### config.mk
export PLATFORM = sky130hd
export DESIGN_NAME = spi_cmd_top
export DESIGN_NICKNAME = d
export VERILOG_FILES = /design/src/spi_cmd_pkg.sv /design/src/spi_cmd_fifo.sv /design/src/spi_sclk_gen.sv /design/src/spi_xfer_ctrl.sv /design/src/spi_cmd_top.sv
export VERILOG_INCLUDE_DIRS = /design/src
export SDC_FILE = /design/constraint.sdc
export NUM_CORES = 1
export LEC_CHECK = 0
export ABC_AREA = 1
export ABC_CLOCK_PERIOD_IN_PS = 3200
export BUFFER_PORTS_ARGS = -buffer_cell sky130_fd_sc_hd__buf_2
export CAP_MARGIN = 20
export CORE_MARGIN = 2
export CORE_UTILIZATION = 60
export CTS_BUF_LIST = sky130_fd_sc_hd__clkbuf_8 sky130_fd_sc_hd__clkbuf_16
export DETAILED_ROUTE_END_ITERATION = 7
export MAX_ROUTING_LAYER = met4
export PLACE_DENSITY = 0.85
export SYNTH_ARGS = -nofsm -noshare
export SYNTH_HDL_FRONTEND = slang
export SYNTH_HIERARCHICAL = 1
export SYNTH_SLANG_ARGS = --single-unit
### constraint.sdc
create_clock -name clk -period 3.2 [get_ports clk]
set_input_delay 0.64 -clock clk [delete_from_list [all_inputs] [get_ports clk]]
set_output_delay 0.64 -clock clk [all_outputs]
set_load 0.05 [all_outputs]
### src/spi_cmd_defs.svh
`ifndef SPI_CMD_DEFS_SVH
`define SPI_CMD_DEFS_SVH

`define SPI_CMD_W      12 // rw, 3-bit address, 8-bit data.
`define SPI_READ_W     8
`define SPI_HALF_DIV   4  // clk cycles per sclk half period.
`define SPI_FIFO_DEPTH 4

// sclk must spend at least two clk cycles in each level.

`endif

### src/spi_cmd_pkg.sv
`include "spi_cmd_defs.svh"

package spi_cmd_pkg;

  typedef logic [`SPI_CMD_W-1:0]  cmd_t;   // [11] rw, [10:8] addr, [7:0] wdata.
  typedef logic [`SPI_READ_W-1:0] rdata_t;
  typedef logic [3:0]             bit_cnt_t;

  typedef enum logic [2:0]
  {
    IDLE,
    LEAD,      // cs low, sclk still parked.
    SHIFT_OUT,
    SHIFT_IN,
    TRAIL
  } xfer_state_t;

endpackage

### src/spi_cmd_fifo.sv
`timescale 1ns/1ps
`include "spi_cmd_defs.svh"

module spi_cmd_fifo
  import spi_cmd_pkg::*;
(
  input  logic clk,
  input  logic rst_n,
  input  cmd_t cmd_in,
  input  logic cmd_vld,
  output logic cmd_rdy,
  input  logic q_pop,
  output cmd_t q_data,
  output logic q_empty
);

  localparam int DEPTH = `SPI_FIFO_DEPTH;
  localparam int PTR_W = (DEPTH > 1) ? $clog2(DEPTH) : 1;
  localparam int CNT_W = $clog2(DEPTH + 1);
  localparam logic [PTR_W-1:0] PTR_LAST = PTR_W'(DEPTH - 1);
  localparam logic [CNT_W-1:0] CNT_FULL = CNT_W'(DEPTH);

  cmd_t             mem [DEPTH];
  logic [PTR_W-1:0] wr_ptr;
  logic [PTR_W-1:0] rd_ptr;
  logic [CNT_W-1:0] count;
  logic             push;
  logic             pop;

  function automatic logic [PTR_W-1:0] ptr_next(input logic [PTR_W-1:0] ptr);
    if (ptr == PTR_LAST)
      return '0;
    else
      return ptr + 1'b1;
  endfunction

  assign cmd_rdy = (count != CNT_FULL);
  assign q_empty = (count == '0);
  assign q_data  = mem[rd_ptr]; // oldest entry, shown without a read cycle.

  assign push = cmd_vld && cmd_rdy;
  assign pop  = q_pop && !q_empty;

  always_ff @(posedge clk)
  begin
    if (push)
      mem[wr_ptr] <= cmd_in;
  end

  always_ff @(posedge clk or negedge rst_n)
  begin
    if (!rst_n)
    begin
      wr_ptr <= '0;
      rd_ptr <= '0;
      count  <= '0;
    end
    else
    begin
      if (push)
        wr_ptr <= ptr_next(wr_ptr);
      if (pop)
        rd_ptr <= ptr_next(rd_ptr);
      case ({push, pop})
        2'b10:   count <= count + 1'b1;
        2'b01:   count <= count - 1'b1;
        default: count <= count; // push and pop together keep the level.
      endcase
    end
  end

  // the host only strobes while there is room.
  a_no_push_full: assert property (
    @(posedge clk) disable iff (!rst_n)
    cmd_vld |-> cmd_rdy
  );

  // the controller only pops a real entry.
  a_no_pop_empty: assert property (
    @(posedge clk) disable iff (!rst_n)
    q_pop |-> !q_empty
  );

endmodule

### src/spi_sclk_gen.sv
`timescale 1ns/1ps
`include "spi_cmd_defs.svh"

module spi_sclk_gen (
  input  logic clk,
  input  logic rst_n,
  input  logic sclk_en,
  output logic sclk,
  output logic sclk_rise,
  output logic sclk_fall
);

  localparam int CNT_W = (`SPI_HALF_DIV > 1) ? $clog2(`SPI_HALF_DIV) : 1;
  localparam logic [CNT_W-1:0] CNT_LAST = CNT_W'(`SPI_HALF_DIV - 1);

  logic [CNT_W-1:0] half_cnt;
  logic             half_done;

  assign half_done = (half_cnt == CNT_LAST);

  always_ff @(posedge clk or negedge rst_n)
  begin
    if (!rst_n)
    begin
      half_cnt  <= '0;
      sclk      <= 1'b0;
      sclk_rise <= 1'b0;
      sclk_fall <= 1'b0;
    end
    else if (!sclk_en)
    begin
      half_cnt  <= '0;
      sclk      <= 1'b0; // park low between transfers.
      sclk_rise <= 1'b0;
      sclk_fall <= 1'b0;
    end
    else
    begin
      sclk_rise <= half_done && !sclk; // strobes line up with the new sclk level.
      sclk_fall <= half_done && sclk;
      if (half_done)
      begin
        half_cnt <= '0;
        sclk     <= ~sclk;
      end
      else
      begin
        half_cnt <= half_cnt + 1'b1;
      end
    end
  end

  a_sclk_parked: assert property (
    @(posedge clk) disable iff (!rst_n)
    !$past(sclk_en) |-> !sclk
  );

endmodule

### src/spi_xfer_ctrl.sv
`timescale 1ns/1ps
`include "spi_cmd_defs.svh"

module spi_xfer_ctrl
  import spi_cmd_pkg::*;
(
  input  logic   clk,
  input  logic   rst_n,
  input  cmd_t   q_data,
  input  logic   q_empty,
  output logic   q_pop,
  input  logic   sclk_rise,
  input  logic   sclk_fall,
  output logic   sclk_en,
  output logic   cs,
  output logic   mosi,
  input  logic   miso,
  output logic   read_vld,
  output rdata_t read_data
);

  localparam int CMD_MSB = `SPI_CMD_W - 1;
  localparam int HDR_W   = `SPI_CMD_W - `SPI_READ_W; // rw plus address.
  localparam int TMR_W   = $clog2(2 * `SPI_HALF_DIV);

  localparam logic [TMR_W-1:0] TMR_ONE   = TMR_W'(1);
  localparam logic [TMR_W-1:0] HALF_LAST = TMR_W'(`SPI_HALF_DIV - 1);
  localparam logic [TMR_W-1:0] GAP_LAST  = TMR_W'(2 * `SPI_HALF_DIV - 1);
  localparam bit_cnt_t         BIT_LAST  = bit_cnt_t'(`SPI_CMD_W - 1);
  localparam bit_cnt_t         HDR_LAST  = bit_cnt_t'(HDR_W - 1);

  xfer_state_t      state;
  xfer_state_t      state_nxt;
  logic [TMR_W-1:0] tmr;
  bit_cnt_t         bit_cnt;
  logic             rw_q;
  logic             last_fall;
  logic             hdr_fall;
  cmd_t             tx_sr;
  rdata_t           rx_sr;

  assign last_fall = sclk_fall && (bit_cnt == BIT_LAST);
  assign hdr_fall  = sclk_fall && (bit_cnt == HDR_LAST);

  // a new command is taken only after cs has been high for a full period.
  assign q_pop   = (state == IDLE) && !q_empty && (tmr == GAP_LAST);
  assign sclk_en = (state == SHIFT_OUT) || (state == SHIFT_IN);

  always_comb
  begin
    state_nxt = state;
    case (state)
      IDLE:
      begin
        if (q_pop)
          state_nxt = LEAD;
      end
      LEAD:
      begin
        if (tmr == HALF_LAST)
          state_nxt = SHIFT_OUT;
      end
      SHIFT_OUT:
      begin
        if (last_fall)
          state_nxt = TRAIL;
        else if (hdr_fall && !rw_q)
          state_nxt = SHIFT_IN; // read turns around after the header.
      end
      SHIFT_IN:
      begin
        if (last_fall)
          state_nxt = TRAIL;
      end
      TRAIL:
      begin
        if (tmr == HALF_LAST)
          state_nxt = IDLE;
      end
      default:
      begin
        state_nxt = IDLE;
      end
    endcase
  end

  always_ff @(posedge clk or negedge rst_n)
  begin
    if (!rst_n)
    begin
      state    <= IDLE;
      tmr      <= '0;
      bit_cnt  <= '0;
      rw_q     <= 1'b0;
      cs       <= 1'b1;
      mosi     <= 1'b0;
      read_vld <= 1'b0;
    end
    else
    begin
      state    <= state_nxt;
      read_vld <= 1'b0;

      // the twelfth fall cycle already counts as the first trail cycle.
      if (state_nxt != state)
        tmr <= (state_nxt == TRAIL) ? TMR_ONE : '0;
      else if (tmr != GAP_LAST)
        tmr <= tmr + 1'b1;

      case (state)
        IDLE:
        begin
          if (q_pop)
          begin
            cs      <= 1'b0;
            mosi    <= q_data[CMD_MSB]; // first bit is up before the lead half period.
            rw_q    <= q_data[CMD_MSB];
            bit_cnt <= '0;
          end
        end
        SHIFT_OUT, SHIFT_IN:
        begin
          if (sclk_fall)
          begin
            bit_cnt <= bit_cnt + 1'b1;
            if (state == SHIFT_OUT && state_nxt == SHIFT_OUT)
              mosi <= tx_sr[CMD_MSB-1];
            else
              mosi <= 1'b0;
          end
        end
        TRAIL:
        begin
          if (state_nxt == IDLE)
          begin
            cs       <= 1'b1;
            read_vld <= !rw_q;
          end
        end
        default:
        begin
          cs <= cs;
        end
      endcase
    end
  end

  always_ff @(posedge clk)
  begin
    if (q_pop)
      tx_sr <= q_data;
    else if (state == SHIFT_OUT && sclk_fall)
      tx_sr <= {tx_sr[CMD_MSB-1:0], 1'b0};

    if (state == SHIFT_IN && sclk_rise)
      rx_sr <= {rx_sr[`SPI_READ_W-2:0], miso}; // msb first.

    if (state == TRAIL && state_nxt == IDLE && !rw_q)
      read_data <= rx_sr;
  end

  a_read_vld_on_cs_rise: assert property (
    @(posedge clk) disable iff (!rst_n)
    read_vld |-> cs && !$past(cs)
  );

  a_sclk_only_selected: assert property (
    @(posedge clk) disable iff (!rst_n)
    sclk_en |-> !cs
  );

  // mosi may only move on the cycle after a fall.
  a_mosi_stable: assert property (
    @(posedge clk) disable iff (!rst_n)
    (!cs && !$past(cs) && !$past(sclk_fall)) |-> $stable(mosi)
  );

endmodule

### src/spi_cmd_top.sv
`timescale 1ns/1ps

module spi_cmd_top
  import spi_cmd_pkg::*;
(
  input  logic   clk,
  input  logic   rst_n,
  input  cmd_t   cmd_in,
  input  logic   cmd_vld,
  output logic   cmd_rdy,
  output logic   sclk,
  output logic   cs,
  output logic   mosi,
  input  logic   miso,
  output logic   read_vld,
  output rdata_t read_data
);

  cmd_t q_data;
  logic q_empty;
  logic q_pop;
  logic sclk_en;
  logic sclk_rise;
  logic sclk_fall;

  spi_cmd_fifo fifo_inst (
    .clk     (clk),
    .rst_n   (rst_n),
    .cmd_in  (cmd_in),
    .cmd_vld (cmd_vld),
    .cmd_rdy (cmd_rdy),
    .q_pop   (q_pop),
    .q_data  (q_data),
    .q_empty (q_empty)
  );

  spi_xfer_ctrl ctrl_inst (
    .clk       (clk),
    .rst_n     (rst_n),
    .q_data    (q_data),
    .q_empty   (q_empty),
    .q_pop     (q_pop),
    .sclk_rise (sclk_rise),
    .sclk_fall (sclk_fall),
    .sclk_en   (sclk_en),
    .cs        (cs),
    .mosi      (mosi),
    .miso      (miso),
    .read_vld  (read_vld),
    .read_data (read_data)
  );

  spi_sclk_gen sclk_gen_inst (
    .clk       (clk),
    .rst_n     (rst_n),
    .sclk_en   (sclk_en),
    .sclk      (sclk),
    .sclk_rise (sclk_rise),
    .sclk_fall (sclk_fall)
  );

endmodule

# Word-level counts from Yosys, hierarchy flattened
# Memory sizes are Yosys's and may differ from the RTL's.
# Cells that the tools add are included.
# word_totals
regBits	53
mem_bits_rw	48
input_bits	16
output_inout_bits	13
word_cells	113
mem_count	1
# classes
addsub	7
n_eq_ne	22
n_mux	35
bitwise_logic	1
reduce_logical	30
# mem_list
name	words	width	read_ports	rd_ports_with_merged_regs	write_ports	line	source
fifo_inst.mem	4	12	1	0	1	spi_cmd_fifo.sv:23	cmd_t mem [DEPTH];
# ops
op	n
3-bit 2-to-1 mux	8
11-bit 2-to-1 mux	2
3-bit one-hot mux with 5 select lines	1
1-bit logical AND	14
1-bit 2-to-1 mux	14
3-bit by 2-bit equality test with 1-bit output, second input constant	4
2-bit nonzero test	5
3-bit equality test, second input constant	3
3-bit logical NOT	3
2-bit equality test, second input constant	4
2-bit 2-to-1 mux	4
4-bit 2-to-1 mux	2
4-bit one-hot mux with 2 select lines	1
2-bit by 1-bit adder with 2-bit output, second input constant	3
3-bit by 1-bit adder with 3-bit output, second input constant	2
3-bit != test, second input constant	2
3-bit one-hot mux with 2 select lines	1
3-bit AND reduction	2
4-bit by 1-bit adder with 4-bit output, second input constant	1
4-bit by 2-bit equality test with 1-bit output, second input constant	1
4-bit equality test, second input constant	1
2-bit by 1-bit != test with 1-bit output, second input constant	2
2-bit != test, second input constant	2
1-bit one-hot mux with 2 select lines	2
other kinds (9)	11

# Depth between registers and ports, before layout
# logic_depth
word_depth	11
mapped_depth	17
ltp_nobuf	16

# Cells and area by module
# The synthesis kept the hierarchy.
# modules_own_cells
mod	n_inst	cells_per_inst	area_per_inst_um2	seq_area_each_um2
spi_cmd_fifo	1	200	2417.3	1616.6
spi_xfer_ctrl	1	164	1771.7	1162.4
spi_sclk_gen	1	20	201.4	125.1

# Worst setup path after synthesis
# No wires, ideal clock.
# synth_path
path_kind	reg-to-reg
startpoint	register ctrl_inst.tmr[0]
endpoint	register fifo_inst.count[2]
arrival_ps	2151
required_time_ps	3083
slack_ps	932
path_stages_with_launch	15
period_less_slack_ps	2268
cell_sequence	dfrtp_1 > ha_1 > ha_1 > nand3_4 > inv_1 > buf_4 > nand2_1 > inv_1 > ha_1 > inv_1 > fa_1 > nand2_1 > nand3_1 > nand2_1 > nand2_1
# synth_between
elab_chain_len	5
word_cells_on_any_way	7
cone_classes	eq/ne (3); mux (1); reduce/logical (3)
# synth_rtl
element	line	source
start: declaration	spi_xfer_ctrl.sv:34	logic [TMR_W-1:0] tmr;
start signal: assignment	spi_xfer_ctrl.sv:106	tmr <= (state_nxt == TRAIL) ? TMR_ONE : '0;
start signal: assignment	spi_xfer_ctrl.sv:108	tmr <= tmr + 1'b1;
3-bit equality test (*)	spi_xfer_ctrl.sv:46	assign q_pop = (state == IDLE) && !q_empty && (tmr == GAP_LAST);
1-bit logical AND (*)	spi_xfer_ctrl.sv:46	
via q_pop	spi_cmd_top.sv:21	logic q_pop;
1-bit logical AND (*)	spi_cmd_fifo.sv:42	assign pop = q_pop && !q_empty;
via fifo_inst.pop	spi_cmd_fifo.sv:28	logic pop;
2-bit by 1-bit equality test with 1-bit output or 2-bit equality test (tied branches)	spi_cmd_fifo.sv:64	case ({push, pop})
3-bit one-hot mux with 2 select lines or 2-bit nonzero test (tied branches)	n/a	
end signal: assignment	spi_cmd_fifo.sv:65	2'b10: count <= count + 1'b1;
end signal: assignment	spi_cmd_fifo.sv:66	2'b01: count <= count - 1'b1;
end signal: assignment	spi_cmd_fifo.sv:67	default: count <= count;
end: declaration	spi_cmd_fifo.sv:26	logic [CNT_W-1:0] count;
# The timed path passes the listed nets; every way through them passes the cells marked *.
# A chain may end at the register's enable or synchronous reset.

# Worst setup path in the final report
# Ends and elaborated chain as after synthesis.

==> metrics <==
outcome=finished, final reports clean; Post-DP HPWL=4614 um; post-route minimum period=2.392 ns; core area=0.007176 mm^2; Worst-path clk slew=0.09 ns; RePlAce Congestion=0.7759; Via Count=2,664; IR drop worst, VDD=0.0004475 V; Synth area leader=edfxtp_1; die width=89.54 um; post-synthesis simple-gate area fraction=0.1619; clock tree buffer depth=2; Routed WL=6902 um; Worst path slowest cell=fa_1; die area=0.008017 mm^2; post-CTS setup buffers=0; H-Tree Level Count=3; post-route antenna net violation count=0; clock tree from TritonCTS=built; Yosys cell types=29; initial antenna violation count=0; post-synthesis mux area share=0; DRC=0; crit-path cells=ha_1 -> ha_1 -> nand3_4 -> inv_1 -> nand2_1 -> inv_1 -> ha_1 -> inv_1 -> fa_1 -> nand2_1 -> nand3_1 -> nand2_1 -> nand2_1; largest net degree at the start of global routing=52; Vias/cell=5.103; EDFF count, synth=75; crit path kind=flip-flop to flip-flop; CTS sink cnt=101; most frequent CP cell=nand2_1; Worst-Skew Late Latency=0.37 ns; Layout area overhead=9.290%; CTS resizes=0; die boundary height=89.54 um; final setup fails=0; post-route worst setup slack=0.8079 ns; Synth Warn #=6; fraction of registers with async set/reset=0.2574; PD cells=746.5 mW/mm^2; top-area cell type share of the netlist area=0.5130; Nets=447; Final Hold Vio Count=0; critical path peak fanout=17; Final Cycle Share=0.7475; Compound-Gate Fraction of Synth Area=0.05700; sequential share of the synthesized area=0.6614; worst-margin pin slew=0.6297 ns; Detailed Route Iter0 Violations=147; Leak=2.124 nW; dpl ws=0.8574 ns; Synth Area in Adders=0.03876; I/O pin cnt=29; Root Buffer=clkbuf_8; RSZ-0062 raised after global routing=false; f_max=418.0 MHz; startpoint types=flip-flop; #FFs+latches synth=101; number of port buffers=28; DRT Pass-1 Iters=5; Synth top cells by count=nand2_1 (104), edfxtp_1 (75), inv_1 (58), dfrtp_1 (25), o211ai_1 (24); Synth Cell Area=0.004390 mm^2; Filler cells=517; worst min-delay path category=input pin to asynchronous set/reset pin; hold_buf cts=0; Top FF cell, synth=edfxtp_1; total CTS buffers=9; Synthesized Nets=413; share of cells above drive strength 1=0.1631; Final Max Tran Viols=0; largest family of logic cells by synthesized area=simple AND/OR/NAND/NOR gates; Syn Inst Count=384; first-pass GRT wire length=11,280 um; grt ovf=0; Required @ worst endpoint=3.45 ns; Max Cap Viol=0; Rows=31; Final Skew=0.009356 ns; count leader, synth=nand2_1; Initial Util=0.6119; number of global-route vias before repair=2,470; CP max stage delay=0.39 ns; GRT Resource Usage Total=0.2013; Slew HR=0.5802; Avg WL per Cell=13.22 um; ranking of synthesized cells by area=edfxtp_1 (51%), dfrtp_1 (14%), nand2_1 (8.9%); setup TNS=0 ns; xor and xnor fraction of the mapped netlist area=0.003990; CP Capture Type=flip-flop; Synth Area per Inst=11.43 um^2; hold_ws=0.2567 ns; crit path DAT=2.65 ns; diode count=0
## registers in the layout, indices dropped and copies added (netlist names)
| signal | flops |
|---|---|
| ctrl_inst/read_data | 8 |
| sclk_gen_inst/sclk_fall | 1 |
| sclk_gen_inst/half_cnt | 2 |
| fifo_inst/rd_ptr | 2 |
| fifo_inst/mem | 48 |
| ctrl_inst/state | 3 |
| fifo_inst/count | 3 |
| fifo_inst/wr_ptr | 2 |
| sclk_gen_inst/sclk | 1 |
| ctrl_inst/mosi | 1 |
| ctrl_inst/cs | 1 |
| ctrl_inst/read_vld | 1 |
| ctrl_inst/tmr | 3 |
| ctrl_inst/bit_cnt | 4 |
| ctrl_inst/rw_q | 1 |
| sclk_gen_inst/sclk_rise | 1 |
| ctrl_inst/tx_sr | 11 |
| ctrl_inst/rx_sr | 8 |
## critical path: cells and delay by family, from the launching register on
family                   cells  cell delay, ns
flip-flops                   1            0.38
AND/OR/NAND/NOR              6            0.61
buffers and inverters        3            0.27
adder cells (fa/ha/maj)      4            1.01
## where the power goes
part / leakage [nW] / total [mW] / internal [mW] / switching (mW)
Combinational: 1.00 / 1.01 / 0.334 / 0.673
Sequential: 1.02 / 1.77 / 1.63 / 0.134
Clock: 0.104 / 0.808 / 0.372 / 0.435
## placed cells by master (no fill, tap or decap), types with 2 or more instances in the layout
master    instances
a21oi_1           5
buf_2            28
buf_4             6
clkbuf_8          9
clkinv_1          2
clkinv_4          2
dfrtp_1          25
edfxtp_1         75
ha_1             12
inv_1            58
inv_2             3
inv_6             2
nand2_1         104
nand2_2           6
nand3_1          15
nand3_4           3
nand4_1           4
nor2_1           18
nor2_2            4
o211ai_1         24
o21ai_0           6
## metal layers
metal | vias up | routed length (um) | GRT usage
li1 | 1338 | - | -
met1 | 1259 | 2995 | 0.2396
met2 | 60 | 3508 | 0.3302
met3 | 7 | 322 | 0.05817
met4 | 0 | 75 | 0.06784
met5 | - | 0 | -
## cells by family after synthesis
kind of cell,Yosys count
xor+xnor,2
flops,101
buf+inv,73
fa+ha+maj,13
simple gates,158
compound gates,37
## area by class of cell
| cell class | count | area (um^2) | area share |
|---|---|---|---|
| Clock inverter | 7 | 80.08 | 0.01669 |
| Inverter | 62 | 232.7 | 0.04850 |
| Tap cell | 99 | 123.9 | 0.02581 |
| Multi-Input combinational cell | 210 | 1149 | 0.2394 |
| Sequential cell | 101 | 2904 | 0.6052 |
| Timing Repair Buffer | 34 | 185.2 | 0.03859 |
| Clock buffer | 9 | 123.9 | 0.02581 |
## final timing paths
kind	cells past startpoint	endpoint	slack, ns	from
max	13	fifo_inst/count[2]	0.81	ctrl_inst/tmr[0]
min	1	sclk_gen_inst/sclk	0.26	rst_n
max reg2reg	13	fifo_inst/count[2]	0.81	ctrl_inst/tmr[0]
min reg2reg	0	ctrl_inst/read_data[7]	0.43	ctrl_inst/rx_sr[7]
max in group asynchronous	1	ctrl_inst/cs	2.56	rst_n
min in group clk	0	ctrl_inst/read_data[7]	0.43	ctrl_inst/rx_sr[7]
## per-stage QoR
step,area (um^2),power [mW],util,cells
finish,4798,3.582,0.6687,522
global route,4798,3.819,0.6687,522
CTS,4798,3.611,0.6687,522
detailed placement,4594,2.804,0.6403,506
global placement,4594,2.745,0.6403,506
floorplan,4390,2.619,-,384
Power figures use the tool's default switching activity.
